--- src/icache_config.svh ---
/*
 * Instruction cache configuration
 *   address split widths (tag, index, byte offset, word select)
 *   line and word sizes
 *   main set count and victim buffer depth
 */
`ifndef ICACHE_CONFIG_SVH
`define ICACHE_CONFIG_SVH

// address split
`define ICACHE_TAG_W        20
`define ICACHE_INDEX_W      6
`define ICACHE_OFFSET_W     6
`define ICACHE_WORD_SEL_W   4

// data sizes
`define ICACHE_LINE_W       512
`define ICACHE_WORD_W       32

// storage depths
`define ICACHE_SETS         64
`define ICACHE_VICTIM_DEPTH 4

`endif

--- src/icache_addr_pkg.sv ---
/*
 * Address and data vector types for the instruction cache
 *   tag, index, word select
 *   line address used by the victim buffer and memory
 *   line, word and full fetch address
 */
`include "icache_config.svh"

package icache_addr_pkg;

    typedef logic [`ICACHE_TAG_W-1:0] tag_t;

    typedef logic [`ICACHE_INDEX_W-1:0] index_t;

    typedef logic [`ICACHE_WORD_SEL_W-1:0] word_sel_t;

    // tag in the upper bits, index in the lower bits
    typedef logic [`ICACHE_TAG_W+`ICACHE_INDEX_W-1:0] line_addr_t;

    typedef logic [`ICACHE_LINE_W-1:0] line_t;

    typedef logic [`ICACHE_WORD_W-1:0] word_t;

    // byte address as issued by the CPU
    typedef logic [`ICACHE_TAG_W+`ICACHE_INDEX_W+`ICACHE_OFFSET_W-1:0] fetch_addr_t;

endpackage

--- src/victim_icache.sv ---
/*
 * Victim buffer behind the main instruction store
 *   fully associative, one valid bit per entry
 *   combinational lookup, lowest matching entry wins
 *   write on the registered rising edge of we
 *   wrapping counter picks the entry to replace
 */
`timescale 1ns/10ps
`include "icache_config.svh"

module victim_icache #(
    parameter int TAG_WIDTH   = `ICACHE_TAG_W,
    parameter int INDEX_WIDTH = `ICACHE_INDEX_W
) (
    input  logic                        clk,
    input  logic                        rstn,
    input  icache_addr_pkg::line_addr_t r_tag,
    output logic                        victim_hit,
    output icache_addr_pkg::line_t      data_out,
    input  icache_addr_pkg::line_addr_t w_tag,
    input  logic                        we,
    input  icache_addr_pkg::line_t      data_in
);
    import icache_addr_pkg::*;

    localparam int KEY_W = TAG_WIDTH + INDEX_WIDTH;
    localparam int DEPTH = `ICACHE_VICTIM_DEPTH;
    localparam int CNT_W = $clog2(DEPTH);

    logic [KEY_W-1:0] key_mem  [DEPTH];
    line_t            data_mem [DEPTH];
    logic [DEPTH-1:0] entry_valid;
    logic [DEPTH-1:0] match;
    logic [CNT_W-1:0] hit_sel;
    logic [CNT_W-1:0] wr_ptr;
    logic             we_d1;
    logic             we_d2;
    logic             wr_pulse;

    always_comb begin
        for (int i = 0; i < DEPTH; i++) begin
            match[i] = entry_valid[i] && (key_mem[i] == r_tag[KEY_W-1:0]);
        end
    end

    // scan from the top so the lowest match is kept
    always_comb begin
        hit_sel = '0;
        for (int i = DEPTH - 1; i >= 0; i--) begin
            if (match[i]) begin
                hit_sel = CNT_W'(i);
            end
        end
    end

    assign victim_hit = |match;
    assign data_out   = victim_hit ? data_mem[hit_sel] : '0;

    // rising edge of the write level, seen one edge late
    always_ff @(posedge clk) begin
        if (!rstn) begin
            we_d1 <= 1'b0;
            we_d2 <= 1'b0;
        end else begin
            we_d1 <= we;
            we_d2 <= we_d1;
        end
    end

    assign wr_pulse = we_d1 && !we_d2;

    always_ff @(posedge clk) begin
        if (!rstn) begin
            entry_valid <= '0;
            wr_ptr      <= '0;
        end else if (wr_pulse) begin
            entry_valid[wr_ptr] <= 1'b1;
            wr_ptr              <= wr_ptr + 1'b1;
        end
    end

    // oldest entry goes first
    always_ff @(posedge clk) begin
        if (wr_pulse) begin
            key_mem[wr_ptr]  <= w_tag[KEY_W-1:0];
            data_mem[wr_ptr] <= data_in;
        end
    end

endmodule

--- config.mk ---
export PLATFORM = sky130hd
export DESIGN_NAME = victim_icache
export DESIGN_NICKNAME = d
export VERILOG_FILES = /design/src/icache_addr_pkg.sv /design/src/victim_icache.sv
export VERILOG_INCLUDE_DIRS = /design/src
export SDC_FILE = /design/constraint.sdc
export NUM_CORES = 2
export LEC_CHECK = 0
export BUFFER_PORTS_ARGS = -buffer_cell sky130_fd_sc_hd__buf_2
export CAP_MARGIN = 20
export CORE_MARGIN = 2
export CORE_UTILIZATION = 40
export CTS_BUF_LIST = sky130_fd_sc_hd__clkbuf_4
export CTS_CLUSTER_SIZE = 8
export DETAILED_ROUTE_END_ITERATION = 6
export GPL_ROUTABILITY_DRIVEN = 0
export MAX_ROUTING_LAYER = met4
export PLACE_DENSITY = 0.61
export SYNTH_ARGS = -nofsm -noshare
export SYNTH_HDL_FRONTEND = slang
export SYNTH_SLANG_ARGS = --single-unit
--- constraint.sdc ---
create_clock -name clk -period 23.5 [get_ports clk]
set_clock_uncertainty 0.1 [all_clocks]
set_input_delay 1.175 -clock clk [delete_from_list [all_inputs] [get_ports clk]]
set_output_delay 1.175 -clock clk [all_outputs]
set_load 0.05 [all_outputs]
==> out/metrics.json <==
{
  "unrepaired_setup_endpoints_after_global_routing": {"value": "false"},
  "initial_utilization": {"value": 40.19, "unit": "%"},
  "placement.io_buffers": {"value": 1079},
  "detailedPlacementHpwl": {"value": 125.7, "unit": "mm"},
  "worst_slew_pin_slew": {"value": 1.211, "unit": "ns"},
  "post-route-util": {"value": 50.20, "unit": "%"},
  "setup_violations": {"value": 0},
  "total_buffers_and_inverters_traversed_by_the_critical_path": {"value": 7},
  "tritoncts": {"value": "yes"},
  "r2r-start": {"value": "we_d1"},
  "clk_pin_slew": {"value": 0.07, "unit": "ns"},
  "detailed_place.area": {"value": 88940, "unit": "µm²"},
  "setup.worst_path.start": {"value": "key_mem[3][11]"},
  "setup-tns-final": {"value": 0, "unit": "ns"},
  "worst_path_dominant_cell_family": {"value": "buffers and inverters"},
  "reg2reg_setup_slack": {"value": 19.05, "unit": "ns"},
  "routed-via-count": {"value": 46434},
  "cts_resized": {"value": 0},
  "synth_commonest_cells": {"value": "sky130_fd_sc_hd__edfxtp_1 (2152), sky130_fd_sc_hd__mux2i_1 (1024), sky130_fd_sc_hd__o22ai_1 (512), sky130_fd_sc_hd__clkbuf_1 (112), sky130_fd_sc_hd__xnor2_1 (72)"},
  "synthDominantAreaCellType": {"value": "sky130_fd_sc_hd__edfxtp_1"},
  "power-per-cell-area": {"value": 76.30, "unit": "nW/µm²"},
  "cts.sinks": {"value": 2160},
  "vias_in_the_first_global_route": {"value": 47480},
  "crit_path_frequent_cell": {"value": "sky130_fd_sc_hd__buf_4"},
  "post_synth_top_area_share": {"value": 79.64, "unit": "%"},
  "rows": {"value": 165},
  "synth.lib_cells_used.distinct": {"value": 30},
  "clock-root-buffer": {"value": "sky130_fd_sc_hd__clkbuf_4"},
  "synth_sequential_area_ratio": {"value": 79.84, "unit": "%"},
  "clock_path_buffers": {"value": 4},
  "wire_length_of_the_first_global_routing_pass": {"value": 299.0, "unit": "mm"},
  "layout_worst_path_cycle_share": {"value": 43.40, "unit": "%"},
  "post_synth.cell_area_avg": {"value": 19.80, "unit": "µm²"},
  "syn-cell-area": {"value": 81140, "unit": "µm²"},
  "timing.final.hold_violations": {"value": 0},
  "final.min_clock_period": {"value": 10.20, "unit": "ns"},
  "route.detailed.vias_per_inst": {"value": 5.033},
  "critPathKind": {"value": "reg -> out"},
  "io-pin-count": {"value": 1080},
  "slew-limit-headroom": {"value": 19.25, "unit": "%"},
  "maximum_net_fanout_on_the_critical_path": {"value": 125},
  "timing.critical_path.slowest_cell_delay": {"value": 0.96, "unit": "ns"},
  "crit_chain": {"value": "xnor2_1 -> nand4_1 -> nor4_1 -> nand4_1 -> a221oi_4 -> buf_4 -> buf_4 -> buf_4 -> buf_12 -> buf_4 -> buf_4 -> mux2i_1 -> o22ai_1 -> buf_2"},
  "fp.dieArea": {"value": 206500, "unit": "µm²"},
  "detail_route.first_pass.iterations": {"value": 6},
  "yosys_register_bits": {"value": 2160},
  "tritoncts.num_buffers": {"value": 574},
  "htree_num_levels": {"value": 6},
  "detail_route.wl_per_cell": {"value": 22.64, "unit": "µm"},
  "async_set_reset_flop_share_out_of_synthesis": {"value": 0, "unit": "%"},
  "syn_inst_count": {"value": 4098},
  "syn_nets": {"value": 4669},
  "postSynth.topFlopCell": {"value": "sky130_fd_sc_hd__edfxtp_1"},
  "critPathRequiredTime": {"value": 22.23, "unit": "ns"},
  "drc_viols": {"value": 0},
  "placeableCoreArea": {"value": 201900, "unit": "µm²"},
  "cpMaxStageDelayCell": {"value": "sky130_fd_sc_hd__buf_4"},
  "area.growth.synth_to_final": {"value": 24.91, "unit": "%"},
  "global_route.usage.total": {"value": 19.92, "unit": "%"},
  "cap_viol_max_count": {"value": 0},
  "endpoint_kind": {"value": "primary output"},
  "status": {"value": "complete, no violations"},
  "route.final.wire_length": {"value": 208.9, "unit": "mm"},
  "synth-warning-count": {"value": 0},
  "worstHoldStart": {"value": "we_d1"},
  "drive_gt1_share": {"value": 31.14, "unit": "%"},
  "start_kind": {"value": "flip-flop"},
  "grt_max_degree": {"value": 133},
  "die_w": {"value": 454.4, "unit": "µm"},
  "worstPathArrival": {"value": 8.92, "unit": "ns"},
  "final_max_slew_viol_count": {"value": 0},
  "total_leakage_power": {"value": 34.22, "unit": "nW"},
  "clk-insertion-delay-late": {"value": 1.29, "unit": "ns"},
  "fmax": {"value": 98.05, "unit": "MHz"},
  "antenna_nets_post_route": {"value": 0},
  "worst_ir_drop_vdd": {"value": 0.05637, "unit": "mV"},
  "synthTopCellsByArea": {"value": "sky130_fd_sc_hd__edfxtp_1 (80%), sky130_fd_sc_hd__mux2i_1 (13%), sky130_fd_sc_hd__o22ai_1 (3.9%)"},
  "final_area": {"value": 101400, "unit": "µm²"},
  "synth-edff-count": {"value": 2152},
  "first_iter_violations": {"value": 3318},
  "grt.overflow.total": {"value": 0},
  "synth_most_common_cell": {"value": "sky130_fd_sc_hd__edfxtp_1"},
  "die_height": {"value": 454.4, "unit": "µm"},
  "timing.hold.worst.class": {"value": "reg -> reg"},
  "antenna_found_initial": {"value": 52},
  "num-nets-final": {"value": 6692}
}
-- cells in the final DEF (no fill, tap or decap), drive strengths merged, types with 10 or more instances in the layout --
cell	netlist	routed
clkinv	0	82
diode	0	61
mux2i	1024	1024
edfxtp	2152	2152
nand4	22	22
xnor2	72	72
o22ai	512	512
buf	118	1138
clkbuf	114	841
nor4	10	10
inv	2	16
dlygate4sd3	0	541
xor2	33	33
-- layer usage --
layer / global-route usage, % / part of all wire (%)
met1: 22.72 / 39
met2: 31.53 / 49
met3: 6.989 / 8.1
met4: 9.132 / 3.9
met5: - / 0
-- stage by stage --
step / setup slack (ns) / std cells / hold slack (ns) / power (mW)
CTS: 13.12 / 9165 / 0.1882 / 7.841
global placement: 13.91 / 7676 / 0.3332 / 4.594
floorplan: 9.633 / 4098 / 0.3214 / 4.532
global route: 12.74 / 9219 / 0.2607 / 8.069
finish: 13.30 / 9226 / 0.3503 / 7.734
detailed placement: 13.84 / 7676 / 0.3392 / 4.605
-- final cells by class --
| class | instances | area (µm²) |
|---|---|---|
| repair buffers | 1679 | 11380 |
| multi-input cells | 1704 | 14840 |
| inverters | 2 | 7.507 |
| diodes | 61 | 152.6 |
| fillers | 16875 | 100500 |
| flip-flops and latches | 2160 | 64780 |
| clock buffers | 841 | 6314 |
| clock inverters | 107 | 536.8 |
| well taps | 2672 | 3343 |
-- kinds of logic after synthesis --
| logic type | after synthesis | share of synthesized area (%) |
|---|---|---|
| xor+xnor | 105 | 1.133 |
| fa+ha+maj | 4 | 0.06168 |
| mux | 1024 | 12.63 |
| compound gates | 520 | 4.021 |
| flops | 2160 | 79.84 |
| buf+inv | 234 | 1.926 |
| simple gates | 51 | 0.3901 |
-- final timing paths --
check	end	cells past startpoint
worst max register to register	data_mem[1][378]	5
worst max-delay path	data_out[122]	14
worst min-delay path	we_d2	1
worst min register to register	we_d2	1
-- sequential cells by signal, indices dropped and copies added (netlist names) --
register,cells
key_mem,104
entry_valid,4
we_d2,1
wr_ptr,2
we_d1,1
data_mem,2048
-- worst register-to-register path: stages, from the launching register on --
cell                      delay, ns
sky130_fd_sc_hd__dfxtp_1       0.31
sky130_fd_sc_hd__nor2b_1       0.41
sky130_fd_sc_hd__and2_4        0.79
sky130_fd_sc_hd__buf_4         0.77
sky130_fd_sc_hd__buf_4         0.86
sky130_fd_sc_hd__buf_4         0.82
-- repair_timing --
item / in CTS / in global routing
setup buffers: 0 / 0
hold endpoints to repair: 2160 / 0
hold buffers: 541 / 0
-- power by group --
group	total (mW)	leakage (nW)	switching, mW	internal, mW
sequential	4.34	19.6	0.0163	4.32
clock	3.13	4.13	1.47	1.66
combinational	0.269	10.5	0.146	0.123
No activity file was read; power rests on OpenSTA's default activity.
