<file path="config.mk">
export PLATFORM = sky130hd
export DESIGN_NAME = icache_fetch_stage
export DESIGN_NICKNAME = d
export VERILOG_FILES = /design/src/icache_addr_pkg.sv /design/src/icache_pipe_pkg.sv /design/src/icache_fetch_stage.sv
export VERILOG_INCLUDE_DIRS = /design/src
export SDC_FILE = /design/constraint.sdc
export NUM_CORES = 1
export LEC_CHECK = 0
export BUFFER_PORTS_ARGS = -buffer_cell sky130_fd_sc_hd__clkbuf_2
export CAP_MARGIN = 5
export CORE_AREA = 2 2 68 44
export DETAILED_ROUTE_END_ITERATION = 6
export DIE_AREA = 0 0 70 46
export PLACE_DENSITY_LB_ADDON = 0.25
export SYNTH_ARGS = -nofsm -noshare
export SYNTH_HDL_FRONTEND = slang
export SYNTH_SLANG_ARGS = --single-unit
</file>
<file path="constraint.sdc">
create_clock -name clk -period 3.6 [get_ports clk]
set_clock_uncertainty 0.05 [all_clocks]
set_input_delay 0.9 -clock clk [delete_from_list [all_inputs] [get_ports clk]]
set_output_delay 0.9 -clock clk [all_outputs]
set_load 0.005 [all_outputs]
</file>
<file path="src/icache_config.svh">
/*
 * Instruction cache configuration
 *   address split widths (tag, index, byte offset, word select)
 *   line and word sizes
 *   main set count and victim buffer depth
 */
`ifndef ICACHE_CONFIG_SVH
`define ICACHE_CONFIG_SVH

// address split
`define ICACHE_TAG_W        20
`define ICACHE_INDEX_W      6
`define ICACHE_OFFSET_W     6
`define ICACHE_WORD_SEL_W   4

// data sizes
`define ICACHE_LINE_W       512
`define ICACHE_WORD_W       32

// storage depths
`define ICACHE_SETS         64
`define ICACHE_VICTIM_DEPTH 4

`endif

</file>
<file path="src/icache_addr_pkg.sv">
/*
 * Address and data vector types for the instruction cache
 *   tag, index, word select
 *   line address used by the victim buffer and memory
 *   line, word and full fetch address
 */
`include "icache_config.svh"

package icache_addr_pkg;

    typedef logic [`ICACHE_TAG_W-1:0] tag_t;

    typedef logic [`ICACHE_INDEX_W-1:0] index_t;

    typedef logic [`ICACHE_WORD_SEL_W-1:0] word_sel_t;

    // tag in the upper bits, index in the lower bits
    typedef logic [`ICACHE_TAG_W+`ICACHE_INDEX_W-1:0] line_addr_t;

    typedef logic [`ICACHE_LINE_W-1:0] line_t;

    typedef logic [`ICACHE_WORD_W-1:0] word_t;

    // byte address as issued by the CPU
    typedef logic [`ICACHE_TAG_W+`ICACHE_INDEX_W+`ICACHE_OFFSET_W-1:0] fetch_addr_t;

endpackage

</file>
<file path="src/icache_pipe_pkg.sv">
/*
 * Pipeline types for the instruction cache
 *   fetch_req_t   request carried through stages one and two
 *   array_rd_t    registered read of one main set
 *   miss_state_t  miss, evict and refill FSM states
 */
`include "icache_config.svh"

package icache_pipe_pkg;

    import icache_addr_pkg::*;

    // line address plus the word wanted inside the line
    typedef struct packed {
        line_addr_t line_addr;
        word_sel_t  word_sel;
    } fetch_req_t;

    // one set of the main store
    typedef struct packed {
        tag_t  tag;
        logic  valid;
        line_t line;
    } array_rd_t;

    // replay is the re-lookup after a fill
    typedef enum logic [2:0] {
        miss_idle,
        miss_mem_wait,
        miss_evict,
        miss_fill,
        miss_replay
    } miss_state_t;

endpackage

</file>
<file path="src/icache_fetch_stage.sv">
/*
 * Stage one of the instruction cache
 *   captures a CPU fetch strobe and its address
 *   splits the address into line address and word select
 *   holds its contents while the cache is stalled
 */
`timescale 1ns/10ps
`include "icache_config.svh"

module icache_fetch_stage (
    input  logic                         clk,
    input  logic                         rstn,
    input  logic                         req_valid,
    input  icache_addr_pkg::fetch_addr_t req_addr,
    input  logic                         stall,
    output logic                         s1_valid,
    output icache_pipe_pkg::fetch_req_t  s1_req
);
    import icache_pipe_pkg::*;

    localparam int ADDR_MSB = `ICACHE_TAG_W + `ICACHE_INDEX_W + `ICACHE_OFFSET_W - 1;
    localparam int SEL_LSB  = `ICACHE_OFFSET_W - `ICACHE_WORD_SEL_W;

    fetch_req_t req_split;

    // byte bits below the word select are dropped here
    assign req_split.line_addr = req_addr[ADDR_MSB:`ICACHE_OFFSET_W];
    assign req_split.word_sel  = req_addr[`ICACHE_OFFSET_W-1:SEL_LSB];

    always_ff @(posedge clk) begin
        if (!rstn) begin
            s1_valid <= 1'b0;
        end else if (!stall) begin
            s1_valid <= req_valid;
        end
    end

    // payload only moves when the pipe advances
    always_ff @(posedge clk) begin
        if (!stall) begin
            s1_req <= req_split;
        end
    end

endmodule

</file>
==> out/results.ini, run 1 <==
[yosys]
yosysWarningCount=0
ys_ff_latch=31
yosysMostFrequentCell=edfxtp_1
syn_avg_cell_area_um2=27.7
synth_common_cells=edfxtp_1, dfxtp_1, inv_1, mux2i_1, nor2b_1
synth.largest_area_cell=edfxtp_1
async_reset_ff_share_pct=0
ys.flop_type=edfxtp_1
syn_inst=34
synth_edf_count=30
synth_fp_nets=70
yosys-top-cells-area=edfxtp_1, dfxtp_1, mux2i_1
seq_area_frac_synth_pct=97.9
yosysUniqueCellTypes=5
synthesis.area_um2=941
yosys.area.top_type_share_pct=95.7

[timing]
setup_viol_count_final=0
report.final.slew_viol_count=0
fin_ws_ns=1.66
fin_hold_ws_ns=0.485
rsz0062_at_grt=false
relSlewSlack_pct=27.3
tightest_slew_ns=1.09
fmax_ghz=0.515
period_share_pct=53.9
min_period_ns=1.94
tns_ns=0
hold_viol_final=0

[setup_path]
slowest_delay_ns=0.78
end_kind=flip-flop
crit_cells=2
crit_arrival_ns=1.79
path_cells=clkbuf_2, inv_1
r2r_start=s1_valid
cp_max_fo=30
crit_required_ns=3.44
rr_endpoint=s1_valid
crit_type=primary input to flip-flop
cp-start-kind=primary input
worst_path_max_delay_cell=inv_1
critPathBufInv=2
reg2regPathDepth=2
ff2ff_setup_slack_ns=2.95
path_delay_family=buffers and inverters

[floorplan]
fp.coreArea_um2=2670
rows=15
die_h_um=46
die_area_um2=3220
die_width_um=70
initial_core_util_pct=35.3
io_pins=67

[placement]
dpl_cell_area_um2=1300
io_buffers=64
placed_cells=132
hpwl_um=1320
gp_congestion=0.698
pre_cts_ws_ns=1.34

[clocking]
cts.htree.levels=2
cts_setup_buffers=0
cts_tree=done
numCtsBuffers=5
post_cts_resized=0
worstSkewPairLatency_ns=0.27
cts.clk_slew.worst_paths_ns=0.06
root_buffer=clkbuf_8
cts_buffer_depth=2
clock-sinks=31
postCtsHoldBufs=0

[finish]
fin_cells=139
final-seq-area_um2=921
layout.nets=141
syn_to_final_growth_pct=46.8
stdcell_area_um2=1380
multi_input_area_um2=16.3
diodes=0
layout-drive-gt1-share_pct=66.7
fillers=244

[grt]
track_usage_pct=11.6
grt_max_degree=31
gr-total-overflow=0
antenna_found_initial=0
grt_pass1_wl_um=2490
grt_pass1_vias=532

[worst_hold_path]
hold_start=s1_valid
hold-path-endpoint=s1_valid
worstHoldPathCells=2
min_path_type=flip-flop to flip-flop

[routing]
ant_nets=0
drt-vias-per-instance=4.03
drt_wl_total_um=1750
via_count=560
routedWlPerCell_um=12.6
drc=0
drtIter0Drc=20
drt_first_pass_iters=2

[run]
drv_cap=0

[status]
status=finished clean

[power_and_ir_drop]
power_leakage_nw=0.622
peakVddDrop_mv=0.286
powerDensity_nw_per_um2=530

-- registers in the layout, summed over array words and instances (netlist names) --
register  cells
s1_req       30
s1_valid      1
-- layout by cell type (no fill, tap or decap), drive strengths merged --
cell type	instances
edfxtp	30
dfxtp	1
nor2b	1
clkinv	2
clkbuf	69
mux2i	1
inv	1
-- metal layers --
metal / global-route usage [%] / vias up / share of wire (%)
li1: - / 273 / -
met5: 0 / - / 0
met2: 18.1 / 34 / 52
met1: 11.3 / 250 / 36
met4: 9.23 / 0 / 1.2
met3: 7.30 / 3 / 11
-- through the flow --
step	util, %	power (W)
global route	51.8	0.000763
detailed placement	48.9	0.000499
global placement	48.9	0.000496
CTS	51.8	0.000741
finish	51.8	0.000731
floorplan	-	0.000452
-- how the worst max path moves through the flow --
stage                      from          to  slack [ns]
after floorplan           stall   s1_req[0]        1.68
after global placement    stall  s1_req[10]        1.37
after detailed placement  stall  s1_req[12]        1.34
after CTS                 stall  s1_req[22]        1.64
after global routing      stall   s1_req[8]        1.56
final                     stall   s1_req[1]        1.66
-- area by class of cell --
cell class | count | share of cell area (%)
timing repair buffer | 64 | 23.2
clock inverter | 2 | 0.634
sequential | 31 | 66.7
inverter | 1 | 0.272
tap | 34 | 3.08
clock buffer | 5 | 4.98
multi-input combinational | 2 | 1.18
-- kinds of logic (layout without fill, tap and decap cells) --
family	count (synthesis)	after routing	synth area share, %
flip-flops	31	31	97.9
multiplexers	1	1	1.06
AND/OR/NAND/NOR	1	1	0.665
buffers and inverters	1	72	0.399
-- report_power, final --
group	internal, W	leakage [nW]	total (W)	switching (W)
clock	0.000128	0.0414	0.000242	0.000114
combinational	0.0000301	0.279	0.0000541	0.0000240
sequential	0.000428	0.302	0.000435	0.00000750
total	0.000586	0.622	0.000731	0.000146
(Power assumes the default switching activity.)
==> run 2, diff against run 1 <==
--- a/config.mk
+++ b/config.mk
@@ -8,9 +8,9 @@
 export LEC_CHECK = 0
 export BUFFER_PORTS_ARGS = -buffer_cell sky130_fd_sc_hd__clkbuf_2
 export CAP_MARGIN = 5
-export CORE_AREA = 2 2 68 44
+export CORE_AREA = 2 2 70 46
 export DETAILED_ROUTE_END_ITERATION = 6
-export DIE_AREA = 0 0 70 46
+export DIE_AREA = 0 0 72 48
 export PLACE_DENSITY_LB_ADDON = 0.25
 export SYNTH_ARGS = -nofsm -noshare
 export SYNTH_HDL_FRONTEND = slang
==> constraint.sdc (replaced) <==
create_clock -name clk -period 1.6 [get_ports clk]
set_clock_uncertainty 0.05 [all_clocks]
set_input_delay 0.4 -clock clk [delete_from_list [all_inputs] [get_ports clk]]
set_output_delay 0.4 -clock clk [all_outputs]
set_load 0.005 [all_outputs]
==> out/results.ini, run 2 (synthesis results as in run 1) <==
[routing]
routedWlPerCell_um=12.5  ; -1.0%
drt_first_pass_iters=2  ; unchanged
via_count=571  ; +2.0%
ant_nets=0  ; unchanged
drc=0  ; unchanged
drt-vias-per-instance=4.05  ; +0.52%
drt_wl_total_um=1760  ; +0.40%
drtIter0Drc=38  ; +90%

[power_and_ir_drop]
peakVddDrop_mv=0.676  ; +140%
powerDensity_nw_per_um2=1180  ; +120%
power_leakage_nw=0.633  ; +1.6%

[setup_path]
cp-start-kind=flip-flop
crit_required_ns=1.15  ; -2.29 ns
reg2regPathDepth=2  ; unchanged
cp_max_fo=1  ; -97%
worst_path_max_delay_cell=edfxtp_1
crit_type=flip-flop to output pin
critPathBufInv=1  ; -1
crit_cells=1  ; -1
end_kind=output pin
path_cells=clkbuf_2
path_delay_family=flip-flops
crit_arrival_ns=0.79  ; -1.00 ns
slowest_delay_ns=0.39  ; -0.39 ns

[timing]
rsz0062_at_grt=false
min_period_ns=1.24
setup_viol_count_final=0  ; unchanged
hold_viol_final=0  ; unchanged
period_share_pct=77.6
relSlewSlack_pct=89.0  ; +62 points
tightest_slew_ns=0.165  ; -0.924 ns
report.final.slew_viol_count=0  ; unchanged
fmax_ghz=0.805
tns_ns=0  ; unchanged

[placement]
dpl_cell_area_um2=1320  ; +1.5%
io_buffers=64  ; unchanged
gp_congestion=0.625  ; -11%
placed_cells=133  ; +0.76%
hpwl_um=1360  ; +3.3%

[clocking]
cts_buffer_depth=2  ; unchanged
cts.htree.levels=2  ; unchanged
worstSkewPairLatency_ns=0.27  ; about the same
clock-sinks=31  ; unchanged
numCtsBuffers=5  ; unchanged
postCtsHoldBufs=0  ; unchanged
cts_tree=done
root_buffer=clkbuf_8
cts.clk_slew.worst_paths_ns=0.06  ; about the same
post_cts_resized=0  ; unchanged
cts_setup_buffers=0  ; unchanged

[grt]
antenna_found_initial=0  ; unchanged
grt_pass1_vias=570  ; +7.1%
grt_max_degree=31  ; unchanged
gr-total-overflow=0  ; unchanged
track_usage_pct=11.0  ; -0.53 points
grt_pass1_wl_um=2560  ; +2.8%

[floorplan]
initial_core_util_pct=34.1  ; -1.2 points
die_area_um2=3460  ; +7.3%
fp.coreArea_um2=2760  ; +3.5%
die_width_um=72  ; +2.9%
die_h_um=48  ; +4.3%
rows=15  ; unchanged
io_pins=67  ; unchanged

[finish]
regMostFlops=s1_req
fillers=248  ; +1.6%
final_core_util_pct=50.9  ; -0.90 points
final-seq-area_um2=921  ; unchanged
fin_cells=141  ; +1.4%
layout_commonest_cell=clkbuf_2
layout-drive-gt1-share_pct=66.4  ; -0.31 points
diodes=0  ; unchanged
multi_input_area_um2=16.3  ; unchanged
stdcell_area_um2=1410  ; +1.7%
layout.nets=142  ; +0.71%
syn_to_final_growth_pct=49.3
top_regs=s1_req: 30 flops, s1_valid: 1 flops
final_cell_mix=clkbuf_2, edfxtp_1, clkbuf_8
largest_register_ffs=30  ; unchanged

[worst_hold_path]
worstHoldPathCells=1  ; -1
min_path_type=primary input to flip-flop

[status]
status=finished clean

[run]
drv_cap=0  ; unchanged

-- run 2: routing by layer --
metal	track usage [%]	share of wire [%]
met5	0	0
met4	9.06	1.1
met3	5.47	8.9
met2	16.3	49
met1	12.5	40
-- run 2: cell type report --
class / instances / share of cell area [%]
tap: 34 / 3.03
clock buffer: 7 / 5.43
inverter: 1 / 0.267
multi-input combinational: 2 / 1.16
clock inverter: 1 / 0.356
sequential: 31 / 65.5
timing repair buffer: 65 / 24.2
-- run 2: path summary, 6_finish.rpt --
kind                startpoint    endpoint  slack, ns
setup reg to reg      s1_valid    s1_valid       0.95
setup / recovery    s1_req[26]  s1_req[26]       0.36
hold reg to reg       s1_valid    s1_valid       0.48
hold / removal    req_addr[27]  s1_req[25]       0.25
-- run 2: where the power goes --
part           internal (W)  total (W)  switching [W]
Combinational     0.0000727   0.000127      0.0000543
Sequential         0.000961   0.000978      0.0000174
Clock              0.000304   0.000556       0.000252
-- run 2: through the flow --
step	worst slack [ns]	hold slack, ns	total power [W]
2_1_floorplan	0.176	0.449	0.00102
3_3_place_gp	0.454	0.452	0.00112
3_5_place_dp	0.438	0.474	0.00113
4_1_cts	0.342	0.237	0.00170
5_1_grt	0.319	0.229	0.00176
6_report	0.358	0.251	0.00166
==> run 3, diff against run 2 <==
==> constraint.sdc (replaced) <==
create_clock -name clk -period 1.09 [get_ports clk]
set_clock_uncertainty 0.05 [all_clocks]
set_input_delay 0.2725 -clock clk [delete_from_list [all_inputs] [get_ports clk]]
set_output_delay 0.2725 -clock clk [all_outputs]
set_load 0.005 [all_outputs]
==> out/results.ini, run 3 (synthesis results as in run 1) <==
[status]
status=complete, but fails checks
violations=setup timing

[power_and_ir_drop]
powerDensity_nw_per_um2=1710  ; +45%
power_w=0.00242  ; +46%
power_leakage_nw=0.631  ; -0.18%
peakVddDrop_mv=0.805  ; +19%

[finish]
final_cell_mix=clkbuf_2, edfxtp_1, clkbuf_8
largest_register_ffs=30  ; unchanged
fillers=245  ; -1.2%
fin_cells=141  ; unchanged
top_regs=s1_req: 30 flops, s1_valid: 1 flops
layout_commonest_cell=clkbuf_2
layout.nets=143  ; +0.70%
syn_to_final_growth_pct=50.1
regMostFlops=s1_req
diodes=0  ; unchanged
layout-drive-gt1-share_pct=68.2  ; +1.9 points

[grt]
grt_pass1_vias=585  ; +2.6%
track_usage_pct=11.3  ; +0.26 points
antenna_found_initial=0  ; unchanged
grt_max_degree=21  ; -32%
gr-total-overflow=0  ; unchanged
grt_pass1_wl_um=2690  ; +5.2%

[clocking]
root_buffer=clkbuf_8
postCtsHoldBufs=0  ; unchanged
cts.htree.levels=2  ; unchanged
worstSkewPairLatency_ns=0.26  ; about the same
cts.clk_slew.worst_paths_ns=0.06  ; about the same
clock-sinks=31  ; unchanged
cts_tree=done
cts_buffer_depth=2  ; unchanged
numCtsBuffers=5  ; unchanged
post_cts_resized=0  ; unchanged

[setup_path]
cp_max_fo=1  ; unchanged
worst_path_max_delay_cell=edfxtp_1
crit_required_ns=0.77  ; -0.38 ns
crit_arrival_ns=0.79  ; about the same
path_delay_family=flip-flops
end_kind=output pin
cp-start-kind=flip-flop
slowest_delay_ns=0.40  ; about the same
crit_type=flip-flop to output pin
critPathBufInv=1  ; unchanged
path_cells=clkbuf_2

[routing]
drc=0  ; unchanged
drt-vias-per-instance=4.12  ; +1.8%
routedWlPerCell_um=12.5  ; +0.46%
ant_nets=0  ; unchanged
drt_first_pass_iters=3  ; +1
via_count=581  ; +1.8%
drt_wl_total_um=1770  ; +0.46%
drtIter0Drc=56  ; +47%

[worst_hold_path]
min_path_type=primary input to flip-flop

[run]
drv_cap=0  ; unchanged

[timing]
report.final.slew_viol_count=0  ; unchanged
relSlewSlack_pct=90.5  ; +1.4 points
min_period_ns=1.11
rsz0062_at_grt=true
setup_viol_count_final=2  ; +2
tns_ns=-0.0242  ; -0.0242 ns
tightest_slew_ns=0.139  ; -0.0257 ns
fin_ws_ns=-0.0226  ; -0.381 ns
fmax_ghz=0.899
hold_viol_final=0  ; unchanged
fin_hold_ws_ns=0.128  ; -0.123 ns
period_share_pct=102

[placement]
gp_congestion=0.647  ; +3.6%
placed_cells=134  ; +0.75%
hpwl_um=1420  ; +4.0%
io_buffers=64  ; unchanged

[floorplan]
io_pins=67  ; unchanged
initial_core_util_pct=34.1  ; unchanged
fp.coreArea_um2=2760  ; unchanged
die_h_um=48  ; unchanged
die_width_um=72  ; unchanged
die_area_um2=3460  ; unchanged
rows=15  ; unchanged

## run 3: cell count changes in the layout (fill, tap and decap cells not counted), sizes merged
cell      before  now
inv            1    0
clkinv         1    2
clkbuf        71   69
buf            1    2
clkinvlp       0    1
## run 3: what timing repair did
item / in CTS / in global routing
endpoints found under the setup margin: 10 / 29
pin swaps: 0 / 0
buffers inserted: 0 / 0
endpoints found under the hold margin: 0 / 0
cloned: 0 / 0
## run 3: metal layers
| layer | vias to the layer above | global-route usage, % | part of all wire [%] |
|---|---|---|---|
| met4 | 0 | 5.66 | 1.1 |
| li1 | 277 | - | - |
| met5 | - | 0 | 0 |
| met3 | 2 | 5.26 | 9.7 |
| met2 | 36 | 17.8 | 50 |
| met1 | 266 | 13.5 | 39 |
## run 3: final cells by class
class / count / area [um2] / share of cell area [%]
clock buffers: 5 / 68.8 / 4.87
clock inverters: 2 / 8.76 / 0.620
inverters: 1 / 7.51 / 0.531
multi-input cells: 2 / 16.3 / 1.15
flip-flops and latches: 31 / 921 / 65.2
well taps: 34 / 42.5 / 3.01
repair buffers: 66 / 348 / 24.6
## run 3: final timing paths
check,from,endpoint,slack [ns],depth (start not counted)
max,s1_req[6],s1_req[6],-0.02,1
min,req_addr[21],s1_req[19],0.13,1
max reg2reg,s1_valid,s1_valid,0.43,2
min reg2reg,s1_valid,s1_valid,0.47,2
## run 3: stage by stage
step	util, %	area, um2	setup WS, ns
5_1_grt	51.2	1410	-0.0490
4_1_cts	51.2	1410	-0.0305
6_report	51.2	1410	-0.0226
2_1_floorplan	-	945	0.00814
3_3_place_gp	48.4	1340	0.0710
3_5_place_dp	48.4	1340	0.0710
## run 3: report_power, final
group          switching [W]  leakage (nW)  internal [W]  total [W]
sequential         0.0000261         0.302       0.00141    0.00144
clock               0.000366        0.0414      0.000423   0.000789
combinational      0.0000818         0.288      0.000110   0.000191
total               0.000474         0.631       0.00194    0.00242
